<file path="config.mk">
export PLATFORM = sky130hd
export DESIGN_NAME = mem_subsys_top
export DESIGN_NICKNAME = d
export VERILOG_FILES = /design/src/verilog/xbar_pkg.sv /design/src/verilog/read_arbiter.sv /design/src/verilog/xbar.sv /design/src/verilog/clint.sv /design/src/verilog/mem_subsys_top.sv
export SDC_FILE = /design/constraint.sdc
export NUM_CORES = 1
export LEC_CHECK = 0
export BUFFER_PORTS_ARGS = -buffer_cell sky130_fd_sc_hd__buf_2
export CORE_AREA = 2 2 185 187
export CTS_BUF_LIST = sky130_fd_sc_hd__clkbuf_4
export CTS_CLUSTER_SIZE = 40
export DETAILED_ROUTE_END_ITERATION = 7
export DIE_AREA = 0 0 187 189
export GPL_ROUTABILITY_DRIVEN = 0
export HOLD_SLACK_MARGIN = 0.02
export PLACE_DENSITY = 0.42
export SLEW_MARGIN = 15
export SYNTH_ARGS = -nofsm -noshare
export SYNTH_HDL_FRONTEND = slang
export SYNTH_SLANG_ARGS = --single-unit
</file>
<file path="constraint.sdc">
create_clock -name clock -period 2.44 [get_ports clock]
set_input_delay 0.244 -clock clock [delete_from_list [all_inputs] [get_ports clock]]
set_output_delay 0.244 -clock clock [all_outputs]
set_load 0.01 [all_outputs]
</file>
<file path="src/verilog/xbar_pkg.sv">
package xbar_pkg;

	// ~~~~~~~~~~~~~~~~~~~~~~~~~~~~~~~~~~~~~~~~~~~~~~~~~~
	// Bus widths
	// ~~~~~~~~~~~~~~~~~~~~~~~~~~~~~~~~~~~~~~~~~~~~~~~~~~
	localparam int addr_w     = 32;
	localparam int data_w     = 32;        // Requester side
	localparam int bus_data_w = 64;        // SoC AXI4 side
	localparam int id_w       = 4;
	localparam int len_w      = 8;

	// ~~~~~~~~~~~~~~~~~~~~~~~~~~~~~~~~~~~~~~~~~~~~~~~~~~
	// Response codes and sizes
	// ~~~~~~~~~~~~~~~~~~~~~~~~~~~~~~~~~~~~~~~~~~~~~~~~~~
	localparam logic [1:0] resp_okay   = 2'b00;
	localparam logic [1:0] resp_slverr = 2'b10;

	localparam logic [2:0] size_word = 3'd2;   // 4 bytes, used by every fetch

	// ~~~~~~~~~~~~~~~~~~~~~~~~~~~~~~~~~~~~~~~~~~~~~~~~~~
	// CLINT window
	// ~~~~~~~~~~~~~~~~~~~~~~~~~~~~~~~~~~~~~~~~~~~~~~~~~~
	localparam logic [addr_w-1:0] clint_base_default = 32'h0200_0000;
	localparam logic [addr_w-1:0] clint_size         = 32'h0001_0000;   // 64 KiB

	localparam logic [addr_w-1:0] mtime_lo_off = 32'h0000_bff8;
	localparam logic [addr_w-1:0] mtime_hi_off = 32'h0000_bffc;

endpackage

</file>
<file path="src/verilog/read_arbiter.sv">
`timescale 1ns/1ps

module read_arbiter (
	input  logic clock,
	input  logic rst,
	input  logic ifu_arvalid,
	input  logic lsu_arvalid,
	input  logic ifu_r_done,
	input  logic lsu_r_done,
	output logic ifu_owner,
	output logic lsu_owner
);

	typedef enum logic [1:0] {
		st_idle,
		st_ifu,
		st_lsu
	} state_t;

	state_t state;
	state_t state_next;

	always_comb begin
		state_next = state;
		case (state)
			st_idle: begin
				if (ifu_arvalid)                    // IFU has priority
					state_next = st_ifu;
				else if (lsu_arvalid)
					state_next = st_lsu;
			end
			st_ifu: begin
				if (ifu_r_done)
					state_next = st_idle;
			end
			st_lsu: begin
				if (lsu_r_done)
					state_next = st_idle;
			end
			default: state_next = st_idle;
		endcase
	end

	always_ff @(posedge clock) begin
		if (rst)
			state <= st_idle;
		else
			state <= state_next;
	end

	assign ifu_owner = (state == st_ifu);
	assign lsu_owner = (state == st_lsu);

	a_one_owner: assert property (@(posedge clock) disable iff (rst)
		!(ifu_owner && lsu_owner));
	a_ifu_hold: assert property (@(posedge clock) disable iff (rst)
		ifu_owner && !ifu_r_done |=> ifu_owner);
	a_lsu_hold: assert property (@(posedge clock) disable iff (rst)
		lsu_owner && !lsu_r_done |=> lsu_owner);

endmodule

</file>
<file path="src/verilog/xbar.sv">
`timescale 1ns/1ps

module xbar #(
	parameter logic [xbar_pkg::addr_w-1:0] clint_base = xbar_pkg::clint_base_default
) (
	input  logic                               clock,
	input  logic                               rst,

	input  logic [xbar_pkg::addr_w-1:0]        ifu_araddr,
	input  logic                               ifu_arvalid,
	output logic                               ifu_arready,
	output logic [xbar_pkg::data_w-1:0]        ifu_rdata,
	output logic [1:0]                         ifu_rresp,
	output logic                               ifu_rvalid,
	input  logic                               ifu_rready,

	input  logic [xbar_pkg::addr_w-1:0]        lsu_araddr,
	input  logic                               lsu_arvalid,
	input  logic [2:0]                         lsu_arsize,
	output logic                               lsu_arready,
	output logic [xbar_pkg::data_w-1:0]        lsu_rdata,
	output logic [1:0]                         lsu_rresp,
	output logic                               lsu_rvalid,
	input  logic                               lsu_rready,
	input  logic [xbar_pkg::addr_w-1:0]        lsu_awaddr,
	input  logic                               lsu_awvalid,
	input  logic [2:0]                         lsu_awsize,
	output logic                               lsu_awready,
	input  logic [xbar_pkg::data_w-1:0]        lsu_wdata,
	input  logic [xbar_pkg::data_w/8-1:0]      lsu_wstrb,
	input  logic                               lsu_wvalid,
	output logic                               lsu_wready,
	output logic [1:0]                         lsu_bresp,
	output logic                               lsu_bvalid,
	input  logic                               lsu_bready,

	input  logic                               io_master_awready,
	output logic                               io_master_awvalid,
	output logic [xbar_pkg::addr_w-1:0]        io_master_awaddr,
	output logic [xbar_pkg::id_w-1:0]          io_master_awid,
	output logic [xbar_pkg::len_w-1:0]         io_master_awlen,
	output logic [2:0]                         io_master_awsize,
	output logic [1:0]                         io_master_awburst,
	input  logic                               io_master_wready,
	output logic                               io_master_wvalid,
	output logic [xbar_pkg::bus_data_w-1:0]    io_master_wdata,
	output logic [xbar_pkg::bus_data_w/8-1:0]  io_master_wstrb,
	output logic                               io_master_wlast,
	output logic                               io_master_bready,
	input  logic                               io_master_bvalid,
	input  logic [1:0]                         io_master_bresp,
	input  logic [xbar_pkg::id_w-1:0]          io_master_bid,
	input  logic                               io_master_arready,
	output logic                               io_master_arvalid,
	output logic [xbar_pkg::addr_w-1:0]        io_master_araddr,
	output logic [xbar_pkg::id_w-1:0]          io_master_arid,
	output logic [xbar_pkg::len_w-1:0]         io_master_arlen,
	output logic [2:0]                         io_master_arsize,
	output logic [1:0]                         io_master_arburst,
	output logic                               io_master_rready,
	input  logic                               io_master_rvalid,
	input  logic [1:0]                         io_master_rresp,
	input  logic [xbar_pkg::bus_data_w-1:0]    io_master_rdata,
	input  logic                               io_master_rlast,
	input  logic [xbar_pkg::id_w-1:0]          io_master_rid,

	output logic [xbar_pkg::addr_w-1:0]        clint_araddr,
	output logic                               clint_arvalid,
	input  logic                               clint_arready,
	input  logic [xbar_pkg::data_w-1:0]        clint_rdata,
	input  logic [1:0]                         clint_rresp,
	input  logic                               clint_rvalid,
	output logic                               clint_rready
);

	logic                        ifu_owner, lsu_owner;
	logic                        ifu_r_done, lsu_r_done;
	logic                        ar_busy;             // AR accepted, R outstanding
	logic                        lsu_clint_q;
	logic                        lsu_in_clint, lsu_use_clint;
	logic                        ifu_ar_go, lsu_ar_go;
	logic [xbar_pkg::addr_w-1:0] lsu_off;

	read_arbiter read_arbiter_i (
		.clock       (clock),
		.rst         (rst),
		.ifu_arvalid (ifu_arvalid),
		.lsu_arvalid (lsu_arvalid),
		.ifu_r_done  (ifu_r_done),
		.lsu_r_done  (lsu_r_done),
		.ifu_owner   (ifu_owner),
		.lsu_owner   (lsu_owner)
	);

	// Unsigned wrap covers both window bounds
	assign lsu_off       = lsu_araddr - clint_base;
	assign lsu_in_clint  = (lsu_off < xbar_pkg::clint_size);
	assign lsu_use_clint = ar_busy ? lsu_clint_q : lsu_in_clint;   // Route held until R

	always_ff @(posedge clock) begin
		if (rst) begin
			ar_busy     <= 1'b0;
			lsu_clint_q <= 1'b0;
		end else if (ifu_r_done || lsu_r_done) begin
			ar_busy <= 1'b0;
		end else if (ifu_arvalid && ifu_arready || lsu_arvalid && lsu_arready) begin
			ar_busy     <= 1'b1;
			lsu_clint_q <= lsu_in_clint;
		end
	end

	// ~~~~~~~~~~~~~~~~~~~~~~~~~~~~~~~~~~~~~~~~~~~~~~~~~~
	// Read address and data
	// ~~~~~~~~~~~~~~~~~~~~~~~~~~~~~~~~~~~~~~~~~~~~~~~~~~
	assign ifu_ar_go = ifu_owner && !ar_busy;
	assign lsu_ar_go = lsu_owner && !ar_busy;

	assign ifu_arready       = ifu_ar_go && io_master_arready;
	assign lsu_arready       = lsu_ar_go && (lsu_use_clint ? clint_arready : io_master_arready);
	assign io_master_arvalid = ifu_ar_go && ifu_arvalid ||
	                           lsu_ar_go && !lsu_use_clint && lsu_arvalid;
	assign io_master_araddr  = ifu_owner ? ifu_araddr : lsu_araddr;
	assign io_master_arsize  = ifu_owner ? xbar_pkg::size_word : lsu_arsize;
	assign io_master_arid    = '0;
	assign io_master_arlen   = '0;
	assign io_master_arburst = '0;
	assign clint_arvalid     = lsu_ar_go && lsu_use_clint && lsu_arvalid;
	assign clint_araddr      = lsu_araddr;

	assign ifu_rvalid       = ifu_owner && ar_busy && io_master_rvalid;
	assign lsu_rvalid       = lsu_owner && ar_busy && (lsu_use_clint ? clint_rvalid : io_master_rvalid);
	assign io_master_rready = ifu_owner && ar_busy && ifu_rready ||
	                          lsu_owner && ar_busy && !lsu_use_clint && lsu_rready;
	assign clint_rready     = lsu_owner && ar_busy && lsu_use_clint && lsu_rready;
	assign ifu_rdata        = io_master_rdata[xbar_pkg::data_w-1:0];   // Low lane
	assign ifu_rresp        = io_master_rresp;
	assign lsu_rdata        = lsu_use_clint ? clint_rdata : io_master_rdata[xbar_pkg::data_w-1:0];
	assign lsu_rresp        = lsu_use_clint ? clint_rresp : io_master_rresp;

	assign ifu_r_done = ifu_rvalid && ifu_rready;
	assign lsu_r_done = lsu_rvalid && lsu_rready;

	// ~~~~~~~~~~~~~~~~~~~~~~~~~~~~~~~~~~~~~~~~~~~~~~~~~~
	// Write path
	// ~~~~~~~~~~~~~~~~~~~~~~~~~~~~~~~~~~~~~~~~~~~~~~~~~~
	assign lsu_awready       = io_master_awready;
	assign io_master_awvalid = lsu_awvalid;
	assign io_master_awaddr  = lsu_awaddr;
	assign io_master_awsize  = lsu_awsize;
	assign io_master_awid    = '0;
	assign io_master_awlen   = '0;
	assign io_master_awburst = '0;

	assign lsu_wready       = io_master_wready;
	assign io_master_wvalid = lsu_wvalid;
	assign io_master_wdata  = {{(xbar_pkg::bus_data_w - xbar_pkg::data_w){1'b0}}, lsu_wdata};
	assign io_master_wstrb  = {{((xbar_pkg::bus_data_w - xbar_pkg::data_w) / 8){1'b0}}, lsu_wstrb};
	assign io_master_wlast  = io_master_wvalid;   // Single beat

	assign io_master_bready = lsu_bready;
	assign lsu_bvalid       = io_master_bvalid;
	assign lsu_bresp        = io_master_bresp;

	a_one_target: assert property (@(posedge clock) disable iff (rst)
		!(io_master_arvalid && clint_arvalid));
	// SoC answers single beats on ID 0 only
	a_soc_rbeat: assert property (@(posedge clock) disable iff (rst)
		io_master_rvalid |-> io_master_rlast && io_master_rid == '0);
	a_soc_bid: assert property (@(posedge clock) disable iff (rst)
		io_master_bvalid |-> io_master_bid == '0);

endmodule

</file>
<file path="src/verilog/clint.sv">
`timescale 1ns/1ps

module clint #(
	parameter logic [xbar_pkg::addr_w-1:0] clint_base = xbar_pkg::clint_base_default
) (
	input  logic                        clock,
	input  logic                        rst,
	input  logic [xbar_pkg::addr_w-1:0] araddr,
	input  logic                        arvalid,
	output logic                        arready,
	output logic [xbar_pkg::data_w-1:0] rdata,
	output logic [1:0]                  rresp,
	output logic                        rvalid,
	input  logic                        rready
);

	logic [63:0]                 mtime;
	logic [xbar_pkg::addr_w-1:0] off;

	assign off     = araddr - clint_base;
	assign arready = !rvalid;   // Idle when no response is pending

	always_ff @(posedge clock) begin
		if (rst)
			mtime <= '0;
		else
			mtime <= mtime + 64'd1;
	end

	always_ff @(posedge clock) begin
		if (rst)
			rvalid <= 1'b0;
		else if (arvalid && arready)
			rvalid <= 1'b1;
		else if (rready)
			rvalid <= 1'b0;
	end

	// Snapshot of the addressed half
	always_ff @(posedge clock) begin
		if (arvalid && arready) begin
			case (off)
				xbar_pkg::mtime_lo_off: begin
					rdata <= mtime[31:0];
					rresp <= xbar_pkg::resp_okay;
				end
				xbar_pkg::mtime_hi_off: begin
					rdata <= mtime[63:32];
					rresp <= xbar_pkg::resp_okay;
				end
				default: begin
					rdata <= '0;
					rresp <= xbar_pkg::resp_slverr;
				end
			endcase
		end
	end

	a_r_hold: assert property (@(posedge clock) disable iff (rst)
		rvalid && !rready |=> rvalid && $stable(rdata) && $stable(rresp));

endmodule

</file>
<file path="src/verilog/mem_subsys_top.sv">
`timescale 1ns/1ps

module mem_subsys_top #(
	parameter logic [xbar_pkg::addr_w-1:0] clint_base = xbar_pkg::clint_base_default
) (
	input  logic                               clock,
	input  logic                               rst,

	input  logic [xbar_pkg::addr_w-1:0]        ifu_araddr,
	input  logic                               ifu_arvalid,
	output logic                               ifu_arready,
	output logic [xbar_pkg::data_w-1:0]        ifu_rdata,
	output logic [1:0]                         ifu_rresp,
	output logic                               ifu_rvalid,
	input  logic                               ifu_rready,

	input  logic [xbar_pkg::addr_w-1:0]        lsu_araddr,
	input  logic                               lsu_arvalid,
	input  logic [2:0]                         lsu_arsize,
	output logic                               lsu_arready,
	output logic [xbar_pkg::data_w-1:0]        lsu_rdata,
	output logic [1:0]                         lsu_rresp,
	output logic                               lsu_rvalid,
	input  logic                               lsu_rready,
	input  logic [xbar_pkg::addr_w-1:0]        lsu_awaddr,
	input  logic                               lsu_awvalid,
	input  logic [2:0]                         lsu_awsize,
	output logic                               lsu_awready,
	input  logic [xbar_pkg::data_w-1:0]        lsu_wdata,
	input  logic [xbar_pkg::data_w/8-1:0]      lsu_wstrb,
	input  logic                               lsu_wvalid,
	output logic                               lsu_wready,
	output logic [1:0]                         lsu_bresp,
	output logic                               lsu_bvalid,
	input  logic                               lsu_bready,

	input  logic                               io_master_awready,
	output logic                               io_master_awvalid,
	output logic [xbar_pkg::addr_w-1:0]        io_master_awaddr,
	output logic [xbar_pkg::id_w-1:0]          io_master_awid,
	output logic [xbar_pkg::len_w-1:0]         io_master_awlen,
	output logic [2:0]                         io_master_awsize,
	output logic [1:0]                         io_master_awburst,
	input  logic                               io_master_wready,
	output logic                               io_master_wvalid,
	output logic [xbar_pkg::bus_data_w-1:0]    io_master_wdata,
	output logic [xbar_pkg::bus_data_w/8-1:0]  io_master_wstrb,
	output logic                               io_master_wlast,
	output logic                               io_master_bready,
	input  logic                               io_master_bvalid,
	input  logic [1:0]                         io_master_bresp,
	input  logic [xbar_pkg::id_w-1:0]          io_master_bid,
	input  logic                               io_master_arready,
	output logic                               io_master_arvalid,
	output logic [xbar_pkg::addr_w-1:0]        io_master_araddr,
	output logic [xbar_pkg::id_w-1:0]          io_master_arid,
	output logic [xbar_pkg::len_w-1:0]         io_master_arlen,
	output logic [2:0]                         io_master_arsize,
	output logic [1:0]                         io_master_arburst,
	output logic                               io_master_rready,
	input  logic                               io_master_rvalid,
	input  logic [1:0]                         io_master_rresp,
	input  logic [xbar_pkg::bus_data_w-1:0]    io_master_rdata,
	input  logic                               io_master_rlast,
	input  logic [xbar_pkg::id_w-1:0]          io_master_rid
);

	logic [xbar_pkg::addr_w-1:0] clint_araddr;
	logic                        clint_arvalid;
	logic                        clint_arready;
	logic [xbar_pkg::data_w-1:0] clint_rdata;
	logic [1:0]                  clint_rresp;
	logic                        clint_rvalid;
	logic                        clint_rready;

	xbar #(
		.clint_base (clint_base)
	) xbar_i (.*);   // Port names match one to one

	clint #(
		.clint_base (clint_base)
	) clint_i (
		.clock   (clock),
		.rst     (rst),
		.araddr  (clint_araddr),
		.arvalid (clint_arvalid),
		.arready (clint_arready),
		.rdata   (clint_rdata),
		.rresp   (clint_rresp),
		.rvalid  (clint_rvalid),
		.rready  (clint_rready)
	);

endmodule

</file>
* After elaboration in Yosys (flattened, before gate mapping)
Index checks and enable logic that the tools add are counted. Widths: inputs -> output; s select.
Word-level totals: register bits 103, input bits 229, logic and storage cells 70
Operators by class: add/subtract/negate cells 2, $lt $le $gt $ge 1, eq/ne operators 7, multiplexer cells 16, bitwise logic cells 1, reduce and logical (&&, ||, !) cells 36
Operators with widths (number):
- $add 64x1->64 const B | 1
- $eq 32x16->1 const B | 2
- $mux 32 | 2
- $pmux 32 s2 | 1
- $lt 32x17->1 const B | 1
- $sub 32x26->32 const B | 1
- $logic_and 1x1->1 | 23
- $mux 2 | 6
- $pmux 2 s3 | 1
- $mux 1 | 5
- $logic_or 1x1->1 | 4
- $ne 2x2->1 const B | 2
- $reduce_or 2->1 | 2
- $logic_not 1->1 | 3
- $mux 3 | 1
- $ne 3x3->1 const B | 1
- $reduce_and 3->1 | 1
- $eq 2x1->1 const B | 1
- $eq 2x2->1 const B | 1
- $logic_not 2->1 | 1
- $reduce_and 2->1 | 1
- $reduce_bool 2->1 | 1
- $not 1->1 | 1

* Depth between registers and ports, before layout
word-level depth 9, depth in mapped cells 8

* By module
From an unflattened synthesis, not the netlist that was laid out.
Second synthesis, totals: cells, all modules 843, area, all modules 7508.5 um2
By module, submodules not included:
- clint | instances 1, cells each 493, area an instance 4664.5 um2, sequential area each 2292.2 um2
- xbar | instances 1, cells each 340, area an instance 2740.1 um2, sequential area each 40.0 um2
- read_arbiter | instances 1, cells each 10, area an instance 103.8 um2, sequential area each 40.0 um2

* Worst setup path before layout
OpenSTA, ideal clock, no wires.
path type input -> output, start input lsu_araddr[25] (netlist bit), end output lsu_rdata[10] (netlist bit), arrival 2043 ps, required time 2196 ps, slack 153 ps, cell stages on the path 8, cells stage by stage inv_1 > ha_1 > nor4bb_1 > and3_1 > nand2_1 > o21ai_1 > buf_2 > mux2_2
On the way: word-level cells in the longest chain between the ends 4
Ends and longest elaborated chain:
- start: declaration | line mem_subsys_top.sv:17 | input logic [xbar_pkg::addr_w-1:0] lsu_araddr,
- $sub 32x26->32 | line xbar.sv:96 | assign lsu_off = lsu_araddr - clint_base;
- $lt 32x17->1 | line xbar.sv:97 | assign lsu_in_clint = (lsu_off < xbar_pkg::clint_size);
- $mux 1 | line xbar.sv:98 | assign lsu_use_clint = ar_busy ? lsu_clint_q : lsu_in_clint;
- $mux 32 | line xbar.sv:137 | assign lsu_rdata = lsu_use_clint ? clint_rdata : io_master_rdata[xbar_pkg::data_w-1:0];
- end: declaration | line mem_subsys_top.sv:21 | output logic [xbar_pkg::data_w-1:0] lsu_rdata,
No other way between the ends.

* Final worst setup path
start input lsu_araddr[26] (netlist bit), end output lsu_rdata[6] (netlist bit)
Same word-level chain as after synthesis.

==> impl_metrics.csv <==
group,metric,value,unit
floorplan,dieWidth,187,microns
layout,multi_input_area,0.00339,sq mm
placement,dpl.hpwl,16500,microns
cts,cts_tree,"done",
global_routing,grt.met1_usage,14.6,%
synth,yosysSeqAreaShare,34.0,%
cts,root_buffer,"clkbuf_4",
cts,cts.clk_slew.worst_paths,0.16,ns
global_routing,track_usage,11.3,%
global_routing,grt-ovfl-total,0,
global_routing,antenna_found_initial,4,
detailed_routing,wirelength,20700,microns
placement,io_buffer_count,217,
floorplan,coreArea,0.0333,sq mm
global_routing,first_global_vias,5159,
power,leakage,3.28,nW
global_routing,use_met2,16.8,%
synth,syn-instance-count,771,
worst_hold_path,hold_class,"in -> reg",
critical_path,path_class,"in -> out",
placement,placed_cell_area,0.00771,sq mm
timing,finalCriticalPeriod,2.37,ns
timing,fin_skew,0.0142,ns
critical_path,cp_cell_sequence,"buf_2 > inv_1 > ha_1 > nor4bb_2 > and3_1 > nand2_2 > o21ai_4 > buf_12 > buf_12 > mux2_2 > buf_2",
detailed_routing,viasPerCell,4.05,
detailed_routing,ant_nets,0,
synth,synth_area,0.00698,sq mm
timing,setup_tns,0,ns
floorplan,rows,67,
critical_path,worst_setup_path_start_kind,"input pin",
global_routing,top_usage_layer,"met2",
power,vdd_drop_max,0.000146,V
synth,synth_edf_count,33,
critical_path,crit_required,2.20,ns
global_routing,grt_pass1_wl,30900,microns
timing,tightestPinTransition,0.541,ns
floorplan,dieArea,0.0353,sq mm
synth,async_flop_share,0,%
global_routing,use_met3,4.49,%
layout,postLayoutCellArea,0.00796,sq mm
layout,fillers,3705,
floorplan,initial_utilization,21.0,%
timing,slew_viol_final,0,
cts,cts.sinks,102,
critical_path,crit_path_max_fanout,10,
global_routing,grt_max_degree,41,
cts,clockBufferDepth,2,
critical_path,r2r-start,"clint_i.mtime[35]",
detailed_routing,initialDrtViolationCount,232,
layout,layout-drive-gt1-share,38.8,%
timing,finalHoldViolCount,0,
status,status,"finished, final reports clean",
timing,rsz0062_at_grt,"yes",
layout,register_area,0.00237,sq mm
power,p_per_area,398,mW/mm^2
synth,avgSynthCellArea,9.05,sq um
cts,h-tree-depth,3,
floorplan,io_pins,482,
layout,nNetsFinal,1124,
layout,layout_commonest_cell,"buf_2",
critical_path,slowest_delay,0.38,ns
cts,clk_latency,0.48,ns
timing,setup_viol_count_final,0,
power,power.total,3.17,mW
detailed_routing,num_vias,5461,
worst_hold_path,hp-start,"ifu_rready",
critical_path,end_kind,"output pin",
layout,area_growth,14.0,%
synth,ys_ff_latch,102,
timing,fin_crit_sh,97.0,%
floorplan,die_h,189,microns
detailed_routing,wire_per_inst,15.3,microns
critical_path,crit_path_start,"lsu_araddr[26]",
timing,slew_headroom,63.6,%
detailed_routing,drt_pass1_iterations,4,
run,maxCapViolCount,0,
timing,max_freq,0.422,GHz
critical_path,cp_slowest_cell,"mux2_2",
critical_path,cp.arrival,2.12,ns
synth,yosysWarnings,0,
synth,yosysUniqueCellTypes,46,
layout,layout_common_cells,"217 x buf_2, 85 x nor2_1, 68 x dfxtp_1, 64 x conb_1, 61 x mux2_2",
detailed_routing,drc,0,
cts,cts_buffers,9,
synth,synth-main-ff-cell,"dfxtp_1",
layout,utilization,23.9,%
timing,holdWs,0.0980,ns
[area by class of cell]
type                    instances  share of cell area (%)
flip-flops and latches        102                    29.8
clock buffers                  12                    1.13
inverters                      15                   0.707
repair buffers                253                    18.3
diodes                          2                  0.0629
multi-input cells             512                    42.6
well taps                     448                    7.04
clock inverters                 4                   0.283
[through the flow]
step	instances	setup slack (ns)
2_1_floorplan	834	0.153
3_3_place_gp	1324	0.00235
3_5_place_dp	1324	-0.0109
4_1_cts	1343	0.0289
5_1_grt	1347	-0.0266
6_report	1348	0.0726
[power by group]
| group | internal (mW) | switching, mW | total [mW] |
|---|---|---|---|
| registers | 1.75 | 0.0145 | 1.76 |
| clock network | 0.243 | 0.589 | 0.832 |
| logic | 0.260 | 0.314 | 0.574 |
| total | 2.25 | 0.918 | 3.17 |
[sequential cells by signal (all words and copies together) (netlist names)]
register	cells
clint_i.mtime	64
clint_i.rdata	32
clint_i.rresp	1
clint_i.rvalid	1
xbar_i.ar_busy	1
xbar_i.lsu_clint_q	1
xbar_i.read_arbiter_i.state	2
[worst max-delay path: cells and delay by family]
| family | cells | cell delay [ns] |
|---|---|---|
| buf+inv | 5 | 0.58 |
| compound gates | 1 | 0.15 |
| mux | 1 | 0.38 |
| simple gates | 3 | 0.51 |
| fa+ha+maj | 1 | 0.26 |
[logic make-up after synthesis]
| group | share of synthesized area (%) |
|---|---|
| DFF | 34.0 |
| AOI/OAI and AO/OA | 4.68 |
| muxes | 14.9 |
| buffers and inverters | 21.5 |
| other | 0.0537 |
| and+or+nand+nor | 19.1 |
| adders and majority gates | 0.358 |
| xor gates and xnor gates | 5.40 |
[routing by layer]
metal | up-vias | part of all wire [%] | wire length, microns
met5 | - | 0.37 | 76
met4 | 8 | 1.5 | 309
met3 | 41 | 8.9 | 1830
met2 | 171 | 44 | 9130
met1 | 2551 | 45 | 9310
li1 | 2690 | - | -
[final timing paths]
path	endpoint	slack, ns	cells past startpoint
worst min register to register	clint_i.mtime[0]	0.51	1
worst min-delay path	xbar_i.read_arbiter_i.state[0]	0.1	4
worst max-delay path	lsu_rdata[6]	0.07	11
worst max register to register	clint_i.mtime[50]	0.30	5
[cell usage after synthesis, types with 4 or more instances]
master	n	area share [%]
nor2b_1	7	0.63
mux2_2	63	10
a21oi_1	22	1.6
inv_1	15	0.81
and2_1	10	0.90
xnor2_1	12	1.5
xor2_1	31	3.9
mux2i_1	33	4.7
nor2_1	85	4.6
nand4_2	4	0.72
nand2_1	30	1.6
nand3_1	24	1.7
buf_4	178	19
o21ai_0	20	1.4
edfxtp_1	33	14
nand4_1	26	2.3
buf_1	4	0.22
clkbuf_1	18	0.97
buf_2	5	0.36
dfxtp_1	69	20
o31ai_1	5	0.54
and3_1	13	1.2
nor3_1	7	0.50
nand4b_1	4	0.50
or3_1	11	0.99
or4_1	6	0.65
nor4_1	8	0.72
and4_1	6	0.75
[repair_timing]
| action | 4_1_cts | 5_1_grt |
|---|---|---|
| endpoints found under the setup margin | 5 | 51 |
| resized for setup | 3 | 6 |
| pin swaps | 4 | 3 |
| buffers inserted | 2 | 2 |
| hold buffers | 0 | 0 |
| gates cloned | 1 | 1 |
Power figures use the tool's default switching activity.
